File: config.mk
export PLATFORM = sky130hd
export DESIGN_NAME = cpu_top
export DESIGN_NICKNAME = d
export VERILOG_FILES = /design/src/common/cpu_pkg.sv /design/src/common/pipe_ifs.sv /design/src/decode/decode_stage.sv /design/src/decode/reg_file.sv /design/src/execute/execute_stage.sv /design/src/verilog/cpu_top.sv /design/src/verilog/fetch_stage.sv /design/src/verilog/hazard_ctrl.sv /design/src/verilog/mem_wb_stage.sv
export VERILOG_INCLUDE_DIRS = /design/src /design/src/common
export SDC_FILE = /design/constraint.sdc
export NUM_CORES = 2
export LEC_CHECK = 0
export ABC_CLOCK_PERIOD_IN_PS = 4780
export BUFFER_PORTS_ARGS = -buffer_cell sky130_fd_sc_hd__buf_4
export CORE_MARGIN = 4
export CORE_UTILIZATION = 43
export DETAILED_ROUTE_END_ITERATION = 8
export PLACE_DENSITY = 0.71
export SYNTH_ARGS = -nofsm -noshare
export SYNTH_HDL_FRONTEND = slang
export SYNTH_SLANG_ARGS = --single-unit
File: constraint.sdc
create_clock -name aclk -period 4.78 [get_ports aclk]
set_input_delay 0.956 -clock aclk [delete_from_list [all_inputs] [get_ports aclk]]
set_output_delay 0.956 -clock aclk [all_outputs]
set_load 0.01 [all_outputs]
File: src/common/cpu_defs.svh
// widths, reset vector, opcode and function fields, ALU operation codes
`ifndef CPU_DEFS_SVH
`define CPU_DEFS_SVH

`define WORD_W      32
`define REG_AW      5
`define RESET_PC    32'hbfc0_0000       // boot rom base

`define OP_SPECIAL  6'h00               // R-type, function field selects
`define OP_BEQ      6'h04
`define OP_BNE      6'h05
`define OP_ADDIU    6'h09
`define OP_ORI      6'h0d
`define OP_LUI      6'h0f
`define OP_LW       6'h23
`define OP_SW       6'h2b

`define FN_ADDU     6'h21
`define FN_SUBU     6'h23
`define FN_AND      6'h24
`define FN_OR       6'h25
`define FN_SLT      6'h2a

`define ALU_ADD     3'd0
`define ALU_SUB     3'd1
`define ALU_AND     3'd2
`define ALU_OR      3'd3
`define ALU_SLT     3'd4                // signed compare
`define ALU_LUI     3'd5                // operand b into upper half

`endif

File: src/common/cpu_pkg.sv
// shared vector types for data words, register numbers and ALU operations
`include "cpu_defs.svh"

package cpu_pkg;

    // any data value, address or instruction
    typedef logic [`WORD_W-1:0] word_t;

    // register file index
    typedef logic [`REG_AW-1:0] reg_addr_t;

    // one of the ALU_* codes
    typedef logic [2:0]         alu_op_t;

endpackage

File: src/common/pipe_ifs.sv
// decode-to-execute, execute-to-memory and writeback bus interfaces
`timescale 1ns/1ps

interface id_ex_if;
    import cpu_pkg::*;

    logic      valid;
    word_t     pc;
    reg_addr_t rs;            // source numbers for forwarding
    reg_addr_t rt;
    reg_addr_t dest;          // rd or rt, already chosen
    word_t     a;             // register file operands
    word_t     b;
    word_t     imm;           // extended immediate
    alu_op_t   alu_op;
    logic      use_imm;
    logic      reg_write;
    logic      mem_read;
    logic      mem_write;
    logic      branch_eq;
    logic      branch_ne;

    modport src (output valid, pc, rs, rt, dest, a, b, imm, alu_op, use_imm,
                 reg_write, mem_read, mem_write, branch_eq, branch_ne);
    modport dst (input  valid, pc, rs, rt, dest, a, b, imm, alu_op, use_imm,
                 reg_write, mem_read, mem_write, branch_eq, branch_ne);
endinterface

interface ex_mem_if;
    import cpu_pkg::*;

    logic      valid;
    word_t     pc;
    word_t     result;        // ALU result, also the data address
    word_t     store_data;
    reg_addr_t dest;
    logic      reg_write;
    logic      mem_read;
    logic      mem_write;

    modport src (output valid, pc, result, store_data, dest, reg_write, mem_read, mem_write);
    modport dst (input  valid, pc, result, store_data, dest, reg_write, mem_read, mem_write);
endinterface

interface wb_bus_if;
    import cpu_pkg::*;

    logic      valid;
    reg_addr_t dest;
    word_t     result;
    logic      reg_write;

    modport src (output valid, dest, result, reg_write);
    modport dst (input  valid, dest, result, reg_write);
endinterface

File: src/decode/decode_stage.sv
// instruction decode, operand read and decode-to-execute register
`timescale 1ns/1ps
`include "cpu_defs.svh"

module decode_stage (
    input  logic               aclk,
    input  logic               rst_n,
    input  logic               stall,
    input  logic               flush,
    input  logic               if_valid,
    input  cpu_pkg::word_t     if_pc,
    input  cpu_pkg::word_t     if_instr,
    wb_bus_if.dst              wb,
    id_ex_if.src               ex,
    output cpu_pkg::reg_addr_t id_rs,
    output cpu_pkg::reg_addr_t id_rt,
    output logic               id_use_rs,
    output logic               id_use_rt
);
    import cpu_pkg::*;

    logic [5:0] op;
    logic [5:0] fn;
    reg_addr_t  rd;
    reg_addr_t  dest;
    word_t      imm;
    word_t      rdata_a;
    word_t      rdata_b;
    alu_op_t    alu_op;
    logic       use_imm;
    logic       sign_ext;
    logic       dst_rd;
    logic       reg_write;
    logic       mem_read;
    logic       mem_write;
    logic       br_eq;
    logic       br_ne;
    logic       use_rs;
    logic       use_rt;
    logic       go;

    assign op    = if_instr[31:26];
    assign id_rs = if_instr[25:21];
    assign id_rt = if_instr[20:16];
    assign rd    = if_instr[15:11];
    assign fn    = if_instr[5:0];

    always_comb begin
        alu_op    = `ALU_ADD;
        use_imm   = 1'b1;
        sign_ext  = 1'b1;
        dst_rd    = 1'b0;
        reg_write = 1'b0;
        mem_read  = 1'b0;
        mem_write = 1'b0;
        br_eq     = 1'b0;
        br_ne     = 1'b0;
        use_rs    = 1'b1;
        use_rt    = 1'b0;
        case (op)
            `OP_SPECIAL: begin
                use_imm   = 1'b0;
                dst_rd    = 1'b1;
                use_rt    = 1'b1;
                reg_write = 1'b1;
                case (fn)
                    `FN_ADDU: alu_op = `ALU_ADD;
                    `FN_SUBU: alu_op = `ALU_SUB;
                    `FN_AND:  alu_op = `ALU_AND;
                    `FN_OR:   alu_op = `ALU_OR;
                    `FN_SLT:  alu_op = `ALU_SLT;
                    default: begin                         // unknown function, no-op
                        reg_write = 1'b0;
                        use_rs    = 1'b0;
                        use_rt    = 1'b0;
                    end
                endcase
            end
            `OP_ADDIU: reg_write = 1'b1;
            `OP_ORI: begin
                alu_op    = `ALU_OR;
                sign_ext  = 1'b0;
                reg_write = 1'b1;
            end
            `OP_LUI: begin
                alu_op    = `ALU_LUI;
                use_rs    = 1'b0;
                reg_write = 1'b1;
            end
            `OP_LW: begin
                mem_read  = 1'b1;
                reg_write = 1'b1;
            end
            `OP_SW: begin
                mem_write = 1'b1;
                use_rt    = 1'b1;                          // store data
            end
            `OP_BEQ, `OP_BNE: begin
                use_imm = 1'b0;
                use_rt  = 1'b1;
                br_eq   = (op == `OP_BEQ);
                br_ne   = (op == `OP_BNE);
            end
            default:   use_rs = 1'b0;                    // unknown opcode, no-op
        endcase
    end

    assign imm       = sign_ext ? {{16{if_instr[15]}}, if_instr[15:0]} : {16'b0, if_instr[15:0]};
    assign dest      = dst_rd ? rd : id_rt;
    assign id_use_rs = if_valid && use_rs;
    assign id_use_rt = if_valid && use_rt;
    assign go        = if_valid && !stall && !flush;     // otherwise a bubble

    reg_file u_regs (
        .aclk, .rst_n,
        .ra (id_rs),
        .rb (id_rt),
        .wa (wb.dest),
        .we (wb.valid && wb.reg_write),
        .wd (wb.result),
        .da (rdata_a),
        .db (rdata_b)
    );

    always_ff @(posedge aclk or negedge rst_n) begin
        if (!rst_n) begin
            ex.valid     <= 1'b0;
            ex.reg_write <= 1'b0;
            ex.mem_read  <= 1'b0;
            ex.mem_write <= 1'b0;
            ex.branch_eq <= 1'b0;
            ex.branch_ne <= 1'b0;
        end else begin
            ex.valid     <= go;
            ex.reg_write <= go && reg_write && (dest != '0);   // r0 never written
            ex.mem_read  <= go && mem_read;
            ex.mem_write <= go && mem_write;
            ex.branch_eq <= go && br_eq;
            ex.branch_ne <= go && br_ne;
        end
    end

    always_ff @(posedge aclk) begin
        ex.pc      <= if_pc;
        ex.rs      <= id_rs;
        ex.rt      <= id_rt;
        ex.dest    <= dest;
        ex.a       <= rdata_a;
        ex.b       <= rdata_b;
        ex.imm     <= imm;
        ex.alu_op  <= alu_op;
        ex.use_imm <= use_imm;
    end

endmodule

File: src/decode/reg_file.sv
// 32-entry register file, two async read ports with write bypass
`timescale 1ns/1ps
`include "cpu_defs.svh"

module reg_file (
    input  logic               aclk,
    input  logic               rst_n,
    input  cpu_pkg::reg_addr_t ra,
    input  cpu_pkg::reg_addr_t rb,
    input  cpu_pkg::reg_addr_t wa,
    input  logic               we,
    input  cpu_pkg::word_t     wd,
    output cpu_pkg::word_t     da,
    output cpu_pkg::word_t     db
);
    import cpu_pkg::*;

    localparam int NREG = 1 << `REG_AW;

    word_t regs [NREG];

    // r0 reads zero and a write in this cycle is seen at once
    function automatic word_t read_port(reg_addr_t addr);
        if (addr == '0)
            return '0;
        else if (we && (wa == addr))
            return wd;
        else
            return regs[addr];
    endfunction

    always_comb begin
        da = read_port(ra);
        db = read_port(rb);
    end

    always_ff @(posedge aclk or negedge rst_n) begin
        if (!rst_n) begin
            for (int i = 0; i < NREG; i++)
                regs[i] <= '0;
        end else if (we && (wa != '0)) begin
            regs[wa] <= wd;
        end
    end

endmodule

File: src/execute/execute_stage.sv
// operand forwarding, ALU, branch resolve and execute-to-memory register
`timescale 1ns/1ps
`include "cpu_defs.svh"

module execute_stage (
    input  logic               aclk,
    input  logic               rst_n,
    id_ex_if.dst               ex,
    wb_bus_if.dst              wb,
    ex_mem_if.src              mem,
    output logic               branch_taken,
    output cpu_pkg::word_t     branch_target,
    output logic               ex_mem_read,
    output cpu_pkg::reg_addr_t ex_dst
);
    import cpu_pkg::*;

    logic  mem_fwd_ok;
    logic  wb_fwd_ok;
    word_t opa;
    word_t opb;
    word_t alu_b;
    word_t alu_y;
    logic  equal;

    // a load in memory never feeds execute directly, the stall prevents it
    assign mem_fwd_ok = mem.valid && mem.reg_write && (mem.dest != '0);
    assign wb_fwd_ok  = wb.valid && wb.reg_write && (wb.dest != '0);

    assign opa = (mem_fwd_ok && (mem.dest == ex.rs)) ? mem.result :
                 (wb_fwd_ok && (wb.dest == ex.rs))   ? wb.result  : ex.a;
    assign opb = (mem_fwd_ok && (mem.dest == ex.rt)) ? mem.result :
                 (wb_fwd_ok && (wb.dest == ex.rt))   ? wb.result  : ex.b;

    assign alu_b = ex.use_imm ? ex.imm : opb;

    always_comb begin
        case (ex.alu_op)
            `ALU_SUB: alu_y = opa - alu_b;
            `ALU_AND: alu_y = opa & alu_b;
            `ALU_OR:  alu_y = opa | alu_b;
            `ALU_SLT: alu_y = {31'b0, $signed(opa) < $signed(alu_b)};
            `ALU_LUI: alu_y = {alu_b[15:0], 16'b0};
            default:  alu_y = opa + alu_b;               // add, load and store address
        endcase
    end

    assign equal         = (opa == opb);
    assign branch_taken  = ex.valid && ((ex.branch_eq && equal) || (ex.branch_ne && !equal));
    assign branch_target = ex.pc + 32'd4 + {ex.imm[29:0], 2'b00};

    assign ex_mem_read = ex.valid && ex.mem_read;        // to hazard unit
    assign ex_dst      = ex.dest;

    always_ff @(posedge aclk or negedge rst_n) begin
        if (!rst_n) begin
            mem.valid     <= 1'b0;
            mem.reg_write <= 1'b0;
            mem.mem_read  <= 1'b0;
            mem.mem_write <= 1'b0;
        end else begin
            mem.valid     <= ex.valid;
            mem.reg_write <= ex.valid && ex.reg_write;
            mem.mem_read  <= ex.valid && ex.mem_read;
            mem.mem_write <= ex.valid && ex.mem_write;
        end
    end

    always_ff @(posedge aclk) begin
        mem.pc         <= ex.pc;
        mem.result     <= alu_y;
        mem.store_data <= opb;                           // forwarded rt
        mem.dest       <= ex.dest;
    end

endmodule

File: src/verilog/cpu_top.sv
// core top level wiring the five stages, hazard control and memory ports
`timescale 1ns/1ps

module cpu_top (
    input  logic               aclk,
    input  logic               rst_n,
    output cpu_pkg::word_t     inst_addr,
    input  cpu_pkg::word_t     inst_rdata,
    output logic               data_en,
    output logic               data_we,
    output cpu_pkg::word_t     data_addr,
    output cpu_pkg::word_t     data_wdata,
    input  cpu_pkg::word_t     data_rdata,
    output cpu_pkg::word_t     debug_wb_pc,
    output cpu_pkg::word_t     debug_wb_rf_wdata,
    output logic [3:0]         debug_wb_rf_wen,
    output cpu_pkg::reg_addr_t debug_wb_rf_wnum
);
    import cpu_pkg::*;

    word_t     if_pc;
    word_t     if_instr;
    logic      if_valid;
    reg_addr_t id_rs;
    reg_addr_t id_rt;
    logic      id_use_rs;
    logic      id_use_rt;
    logic      ex_mem_read;
    reg_addr_t ex_dst;
    logic      branch_taken;
    word_t     branch_target;
    logic      stall;                                     // load-use hold
    logic      flush;                                     // taken branch

    id_ex_if  id_ex ();
    ex_mem_if ex_mem ();
    wb_bus_if wb_bus ();

    hazard_ctrl u_hazard (
        .id_rs, .id_rt, .id_use_rs, .id_use_rt,
        .ex_mem_read, .ex_dst, .branch_taken,
        .stall, .flush
    );

    fetch_stage u_fetch (
        .aclk, .rst_n, .stall, .flush,
        .branch_taken, .branch_target,
        .inst_addr, .inst_rdata,
        .if_pc, .if_instr, .if_valid
    );

    decode_stage u_decode (
        .aclk, .rst_n, .stall, .flush,
        .if_valid, .if_pc, .if_instr,
        .wb   (wb_bus.dst),
        .ex   (id_ex.src),
        .id_rs, .id_rt, .id_use_rs, .id_use_rt
    );

    execute_stage u_execute (
        .aclk, .rst_n,
        .ex   (id_ex.dst),
        .wb   (wb_bus.dst),
        .mem  (ex_mem.src),
        .branch_taken, .branch_target, .ex_mem_read, .ex_dst
    );

    mem_wb_stage u_mem_wb (
        .aclk, .rst_n,
        .mem  (ex_mem.dst),
        .data_en, .data_we, .data_addr, .data_wdata, .data_rdata,
        .wb   (wb_bus.src),
        .debug_wb_pc, .debug_wb_rf_wdata, .debug_wb_rf_wen, .debug_wb_rf_wnum
    );

endmodule

File: src/verilog/fetch_stage.sv
// program counter and fetch-to-decode pipeline register
`timescale 1ns/1ps
`include "cpu_defs.svh"

module fetch_stage (
    input  logic           aclk,
    input  logic           rst_n,
    input  logic           stall,
    input  logic           flush,
    input  logic           branch_taken,
    input  cpu_pkg::word_t branch_target,
    output cpu_pkg::word_t inst_addr,
    input  cpu_pkg::word_t inst_rdata,
    output cpu_pkg::word_t if_pc,
    output cpu_pkg::word_t if_instr,
    output logic           if_valid
);
    import cpu_pkg::*;

    word_t pc;

    assign inst_addr = pc;                               // instruction memory answers in-cycle

    always_ff @(posedge aclk or negedge rst_n) begin
        if (!rst_n) begin
            pc       <= `RESET_PC;
            if_valid <= 1'b0;
        end else begin
            if (branch_taken)
                pc <= branch_target;                     // no delay slot
            else if (!stall)
                pc <= pc + 32'd4;
            if (flush)
                if_valid <= 1'b0;
            else if (!stall)
                if_valid <= 1'b1;
        end
    end

    always_ff @(posedge aclk) begin
        if (!stall) begin
            if_pc    <= pc;
            if_instr <= inst_rdata;
        end
    end

endmodule

File: src/verilog/hazard_ctrl.sv
// load-use stall detection and branch flush generation
`timescale 1ns/1ps

module hazard_ctrl (
    input  cpu_pkg::reg_addr_t id_rs,
    input  cpu_pkg::reg_addr_t id_rt,
    input  logic               id_use_rs,
    input  logic               id_use_rt,
    input  logic               ex_mem_read,
    input  cpu_pkg::reg_addr_t ex_dst,
    input  logic               branch_taken,
    output logic               stall,
    output logic               flush
);

    logic rs_hit;
    logic rt_hit;
    logic load_use;

    // load result not ready until writeback, so hold decode one cycle
    assign rs_hit   = id_use_rs && (id_rs == ex_dst);
    assign rt_hit   = id_use_rt && (id_rt == ex_dst);
    assign load_use = ex_mem_read && (ex_dst != '0) && (rs_hit || rt_hit);

    assign flush = branch_taken;
    assign stall = load_use && !branch_taken;           // flush wins

endmodule

File: src/verilog/mem_wb_stage.sv
// data port drive, memory-to-writeback register and debug trace outputs
`timescale 1ns/1ps

module mem_wb_stage (
    input  logic               aclk,
    input  logic               rst_n,
    ex_mem_if.dst              mem,
    output logic               data_en,
    output logic               data_we,
    output cpu_pkg::word_t     data_addr,
    output cpu_pkg::word_t     data_wdata,
    input  cpu_pkg::word_t     data_rdata,
    wb_bus_if.src              wb,
    output cpu_pkg::word_t     debug_wb_pc,
    output cpu_pkg::word_t     debug_wb_rf_wdata,
    output logic [3:0]         debug_wb_rf_wen,
    output cpu_pkg::reg_addr_t debug_wb_rf_wnum
);
    import cpu_pkg::*;

    word_t wb_pc;

    // single-cycle strobe, read data back in the same cycle
    assign data_en    = mem.valid && (mem.mem_read || mem.mem_write);
    assign data_we    = mem.valid && mem.mem_write;
    assign data_addr  = mem.result;
    assign data_wdata = mem.store_data;

    always_ff @(posedge aclk or negedge rst_n) begin
        if (!rst_n) begin
            wb.valid     <= 1'b0;
            wb.reg_write <= 1'b0;
        end else begin
            wb.valid     <= mem.valid;
            wb.reg_write <= mem.valid && mem.reg_write;
        end
    end

    always_ff @(posedge aclk) begin
        wb_pc     <= mem.pc;
        wb.dest   <= mem.dest;
        wb.result <= mem.mem_read ? data_rdata : mem.result;
    end

    assign debug_wb_pc       = wb_pc;
    assign debug_wb_rf_wdata = wb.result;
    assign debug_wb_rf_wnum  = wb.dest;
    assign debug_wb_rf_wen   = (wb.valid && wb.reg_write && (wb.dest != '0)) ? 4'hf : 4'h0;

endmodule
==> impl_metrics.toml <==
[clock_network]
clkTransAtPathRegs_ps = 60
cts.sinks = 1435
clk_latency_ps = 820
clockBufferDepth = 3
cts_htree_levels = 4
cts_root_buffer = "clkbuf_16"
cts_tree = "yes"
hold_buffers = 0
cts_buffers = 148

[synthesis]
syn_area_um2 = 74790
avgSynthCellArea_um2 = 13.82
synth_top_flop_cell = "dfrtp_1"
syn-num-nets = 5634
postSynthCellCount = 5411
yosysSeqAreaShare_pct = 46.43
synth_edf_count = 64
synth_cell_types = 85
ys.warnings.count = 0
synth-seq-cells = 1435
synthArstFlopShare_pct = 74.49

[critical_path]
cp-start-kind = "flip-flop"
regToRegSetupSlack_ps = 40
crit_arrival_ps = 5420
crit_required_ps = 5460
crit_type = "reg -> reg"
crit_path_end_kind = "flip-flop"
path_max_fanout = 7

[drt]
vias = 50816
drtIter0Drc = 5064
vias_per_cell = 6.250
ant_nets = 0
drt-total-wl_um = 233200
avgRoutedWirePerCell_um = 28.68
first_pass_iters = 5
drc = 0

[pwr]
p_int_mw = 23.03
p_sw_mw = 9.425
power_mw = 32.45
p_seq_share_pct = 44.7
peakVddDrop_mv = 0.3200
switching_share_pct = 29.04
p_leak_nw = 38.99
power_density_nw_per_um2 = 372.2
pwr-share-clk_pct = 36.4
combPwrFrac_pct = 18.9

[timing]
fin_worst_skew_ps = 43.78
slew_headroom_pct = 16.38
rsz0062_at_grt = "true"
hold_viol = 0
max_freq_mhz = 210.9
period_needed_ps = 4741
tightest_slew_ps = 1250
finalSetupViolCount = 0
maxSlewViolCount = 0
hold_ws_ps = 137.1
fin_setup_tns_ps = 0
post-route-period-util_pct = 99.19

[cells_and_area]
mostFrequentLayoutCells = "dfrtp_1, mux2_2, mux4_2, buf_4, dfxtp_1"
postLayoutCoreUtil_pct = 50.59
drive_gt1_share_pct = 48.34
fin_nets = 5923
area_growth_pct = 16.55
fin_area_um2 = 87180
layout_commonest_cell = "dfrtp_1"
fill_cells = 14500

[global_routing]
grt_max_degree = 116
grt_pass1_vias = 51161
track_usage_pct = 25.54
grt_pass1_wl_um = 345100
grt-ovfl-total = 0
antenna_found_initial = 5

[placement]
portBuffers = 236
placed_cell_area_um2 = 81090
place_hpwl_um = 150700
place_congestion = 1.026

[floorplan]
core_um2 = 172300
die_w_um = 425.1
initial_core_util_pct = 43.41
ioPinCount = 237
num_rows = 152
die_h_um = 425.1
die_area_um2 = 180700

[run_status]
outcome = "finished clean"

[job]
maxCapViolCount = 0

[hold_path]
min_path_type = "in -> async"
[synthesized netlist by cell type, drive strengths merged, types with 7 or more instances]
cell,count,share of area (%)
or3,11,0.092
o31ai,51,0.58
mux2,1043,16
nand2,164,0.82
dfrtp,1060,35
mux2i,105,1.4
nand2b,16,0.13
inv,125,0.63
and3,16,0.13
a21oi,142,0.95
dfstp,9,0.32
and2,15,0.13
o2bb2ai,7,0.082
a211o,9,0.11
clkbuf,376,1.9
a221oi,7,0.082
o21a,12,0.12
nor3,31,0.21
dfxtp,302,8.1
edfxtp,64,2.6
a211oi,79,0.79
ha,154,2.6
nor4,65,0.57
buf,161,0.91
o221a,7,0.11
xor2,70,0.82
nand4,59,0.49
a2111oi,7,0.090
nor2,188,0.94
xnor2,60,0.70
nor2b,12,0.10
o21bai,17,0.17
mux4,640,19
or2,11,0.092
nand3,24,0.17
o21ai,97,0.65
a22oi,10,0.10
a31oi,49,0.42
a21o,22,0.22
o22ai,25,0.21
[state kept, by name, indices dropped and copies added, names as in the netlist, 17 cells and up]
signal and cells:
u_decode.ex.a 32, u_decode.ex.b 32, u_decode.ex.imm 17, u_decode.ex.pc 32
u_decode.u_regs.regs 1024, u_execute.mem.pc 32, u_execute.mem.result 32, u_execute.mem.store_data 32
u_fetch.if_instr 32, u_fetch.if_pc 32, u_fetch.inst_addr 32, u_mem_wb.debug_wb_pc 32
u_mem_wb.debug_wb_rf_wdata 32
[stage by stage]
step / instances / worst slack, ps
2_1_floorplan: 5411 / 11.37
3_3_place_gp: 7827 / -409.3
3_5_place_dp: 7827 / -467.9
4_1_cts: 8108 / 4.186
5_1_grt: 8130 / -99.03
6_report: 8131 / 38.95
[power by group through the flow]
stage	Sequential [mW]	Combinational (mW)	Clock, mW
2_1_floorplan	14.4	3.60	0
3_3_place_gp	14.6	5.89	0
3_5_place_dp	14.7	5.97	0
4_1_cts	14.5	6.04	12.0
5_1_grt	14.6	6.62	12.5
6_report	14.5	6.14	11.8
[cells by family after synthesis]
logic type / synth area share, %
AO/OA/AOI/OAI: 5.350
XOR/XNOR: 1.522
adder cells (fa/ha/maj): 2.657
buffers and inverters: 3.426
flip-flops: 46.43
multiplexers: 36.40
AND/OR/NAND/NOR: 4.207
[layout make-up]
| class | instances | area [um2] | share of cell area (%) |
|---|---|---|---|
| diodes | 2 | 5.005 | 0.005741 |
| inverters | 125 | 471.7 | 0.5411 |
| flip-flops and latches | 1435 | 34740 | 39.85 |
| clock buffers | 215 | 4434 | 5.087 |
| repair buffers | 676 | 5565 | 6.384 |
| clock inverters | 54 | 555.5 | 0.6373 |
| well taps | 2310 | 2890 | 3.315 |
| multi-input cells | 3314 | 38520 | 44.18 |
[layer usage]
layer,track usage [%],vias to the layer above,wire (um)
li1,-,21126,-
met1,34.79,26626,93480
met2,39.81,2512,107300
met3,5.135,552,20860
met4,11.24,0,11560
met5,0,-,0
[critical path, stage by stage, from the launching register on]
cell       delay, ps
dfxtp_2          330
or4_4            540
o21ai_4          230
or3_4            190
buf_8            130
a31oi_4           90
buf_6            140
mux2_4           270
inv_4             70
ha_4             190
or3_4            390
nand3b_1         200
buf_4            160
a211o_1          260
nand2_2          110
a211o_1          190
a311oi_2         150
o41ai_2          320
buf_4            170
buf_4            110
a2bb2oi_2        120
nor2_1            50
a221oi_1         220
[path summary, 6_finish.rpt]
check	from	end	cells past startpoint
max	u_execute.mem.dest[2]	u_execute.mem.result[27]	22
min	rst_n	u_decode.u_regs.regs[809]	1
max reg2reg	u_execute.mem.dest[2]	u_execute.mem.result[27]	22
min reg2reg	u_execute.mem.pc[18]	u_mem_wb.debug_wb_pc[18]	0
max in group asynchronous	rst_n	u_execute.mem.mem_read	2
min in group aclk	u_execute.mem.pc[18]	u_mem_wb.debug_wb_pc[18]	0
[repair_timing]
action / CTS / global route
resized for setup: 47 / 125
setup buffers: 12 / 22
cloned: 0 / 1
hold endpoints to repair: 0 / 0
endpoints found under the setup margin: 15 / 65
pin swaps: 16 / 47
Power figures use the tool's default switching activity.
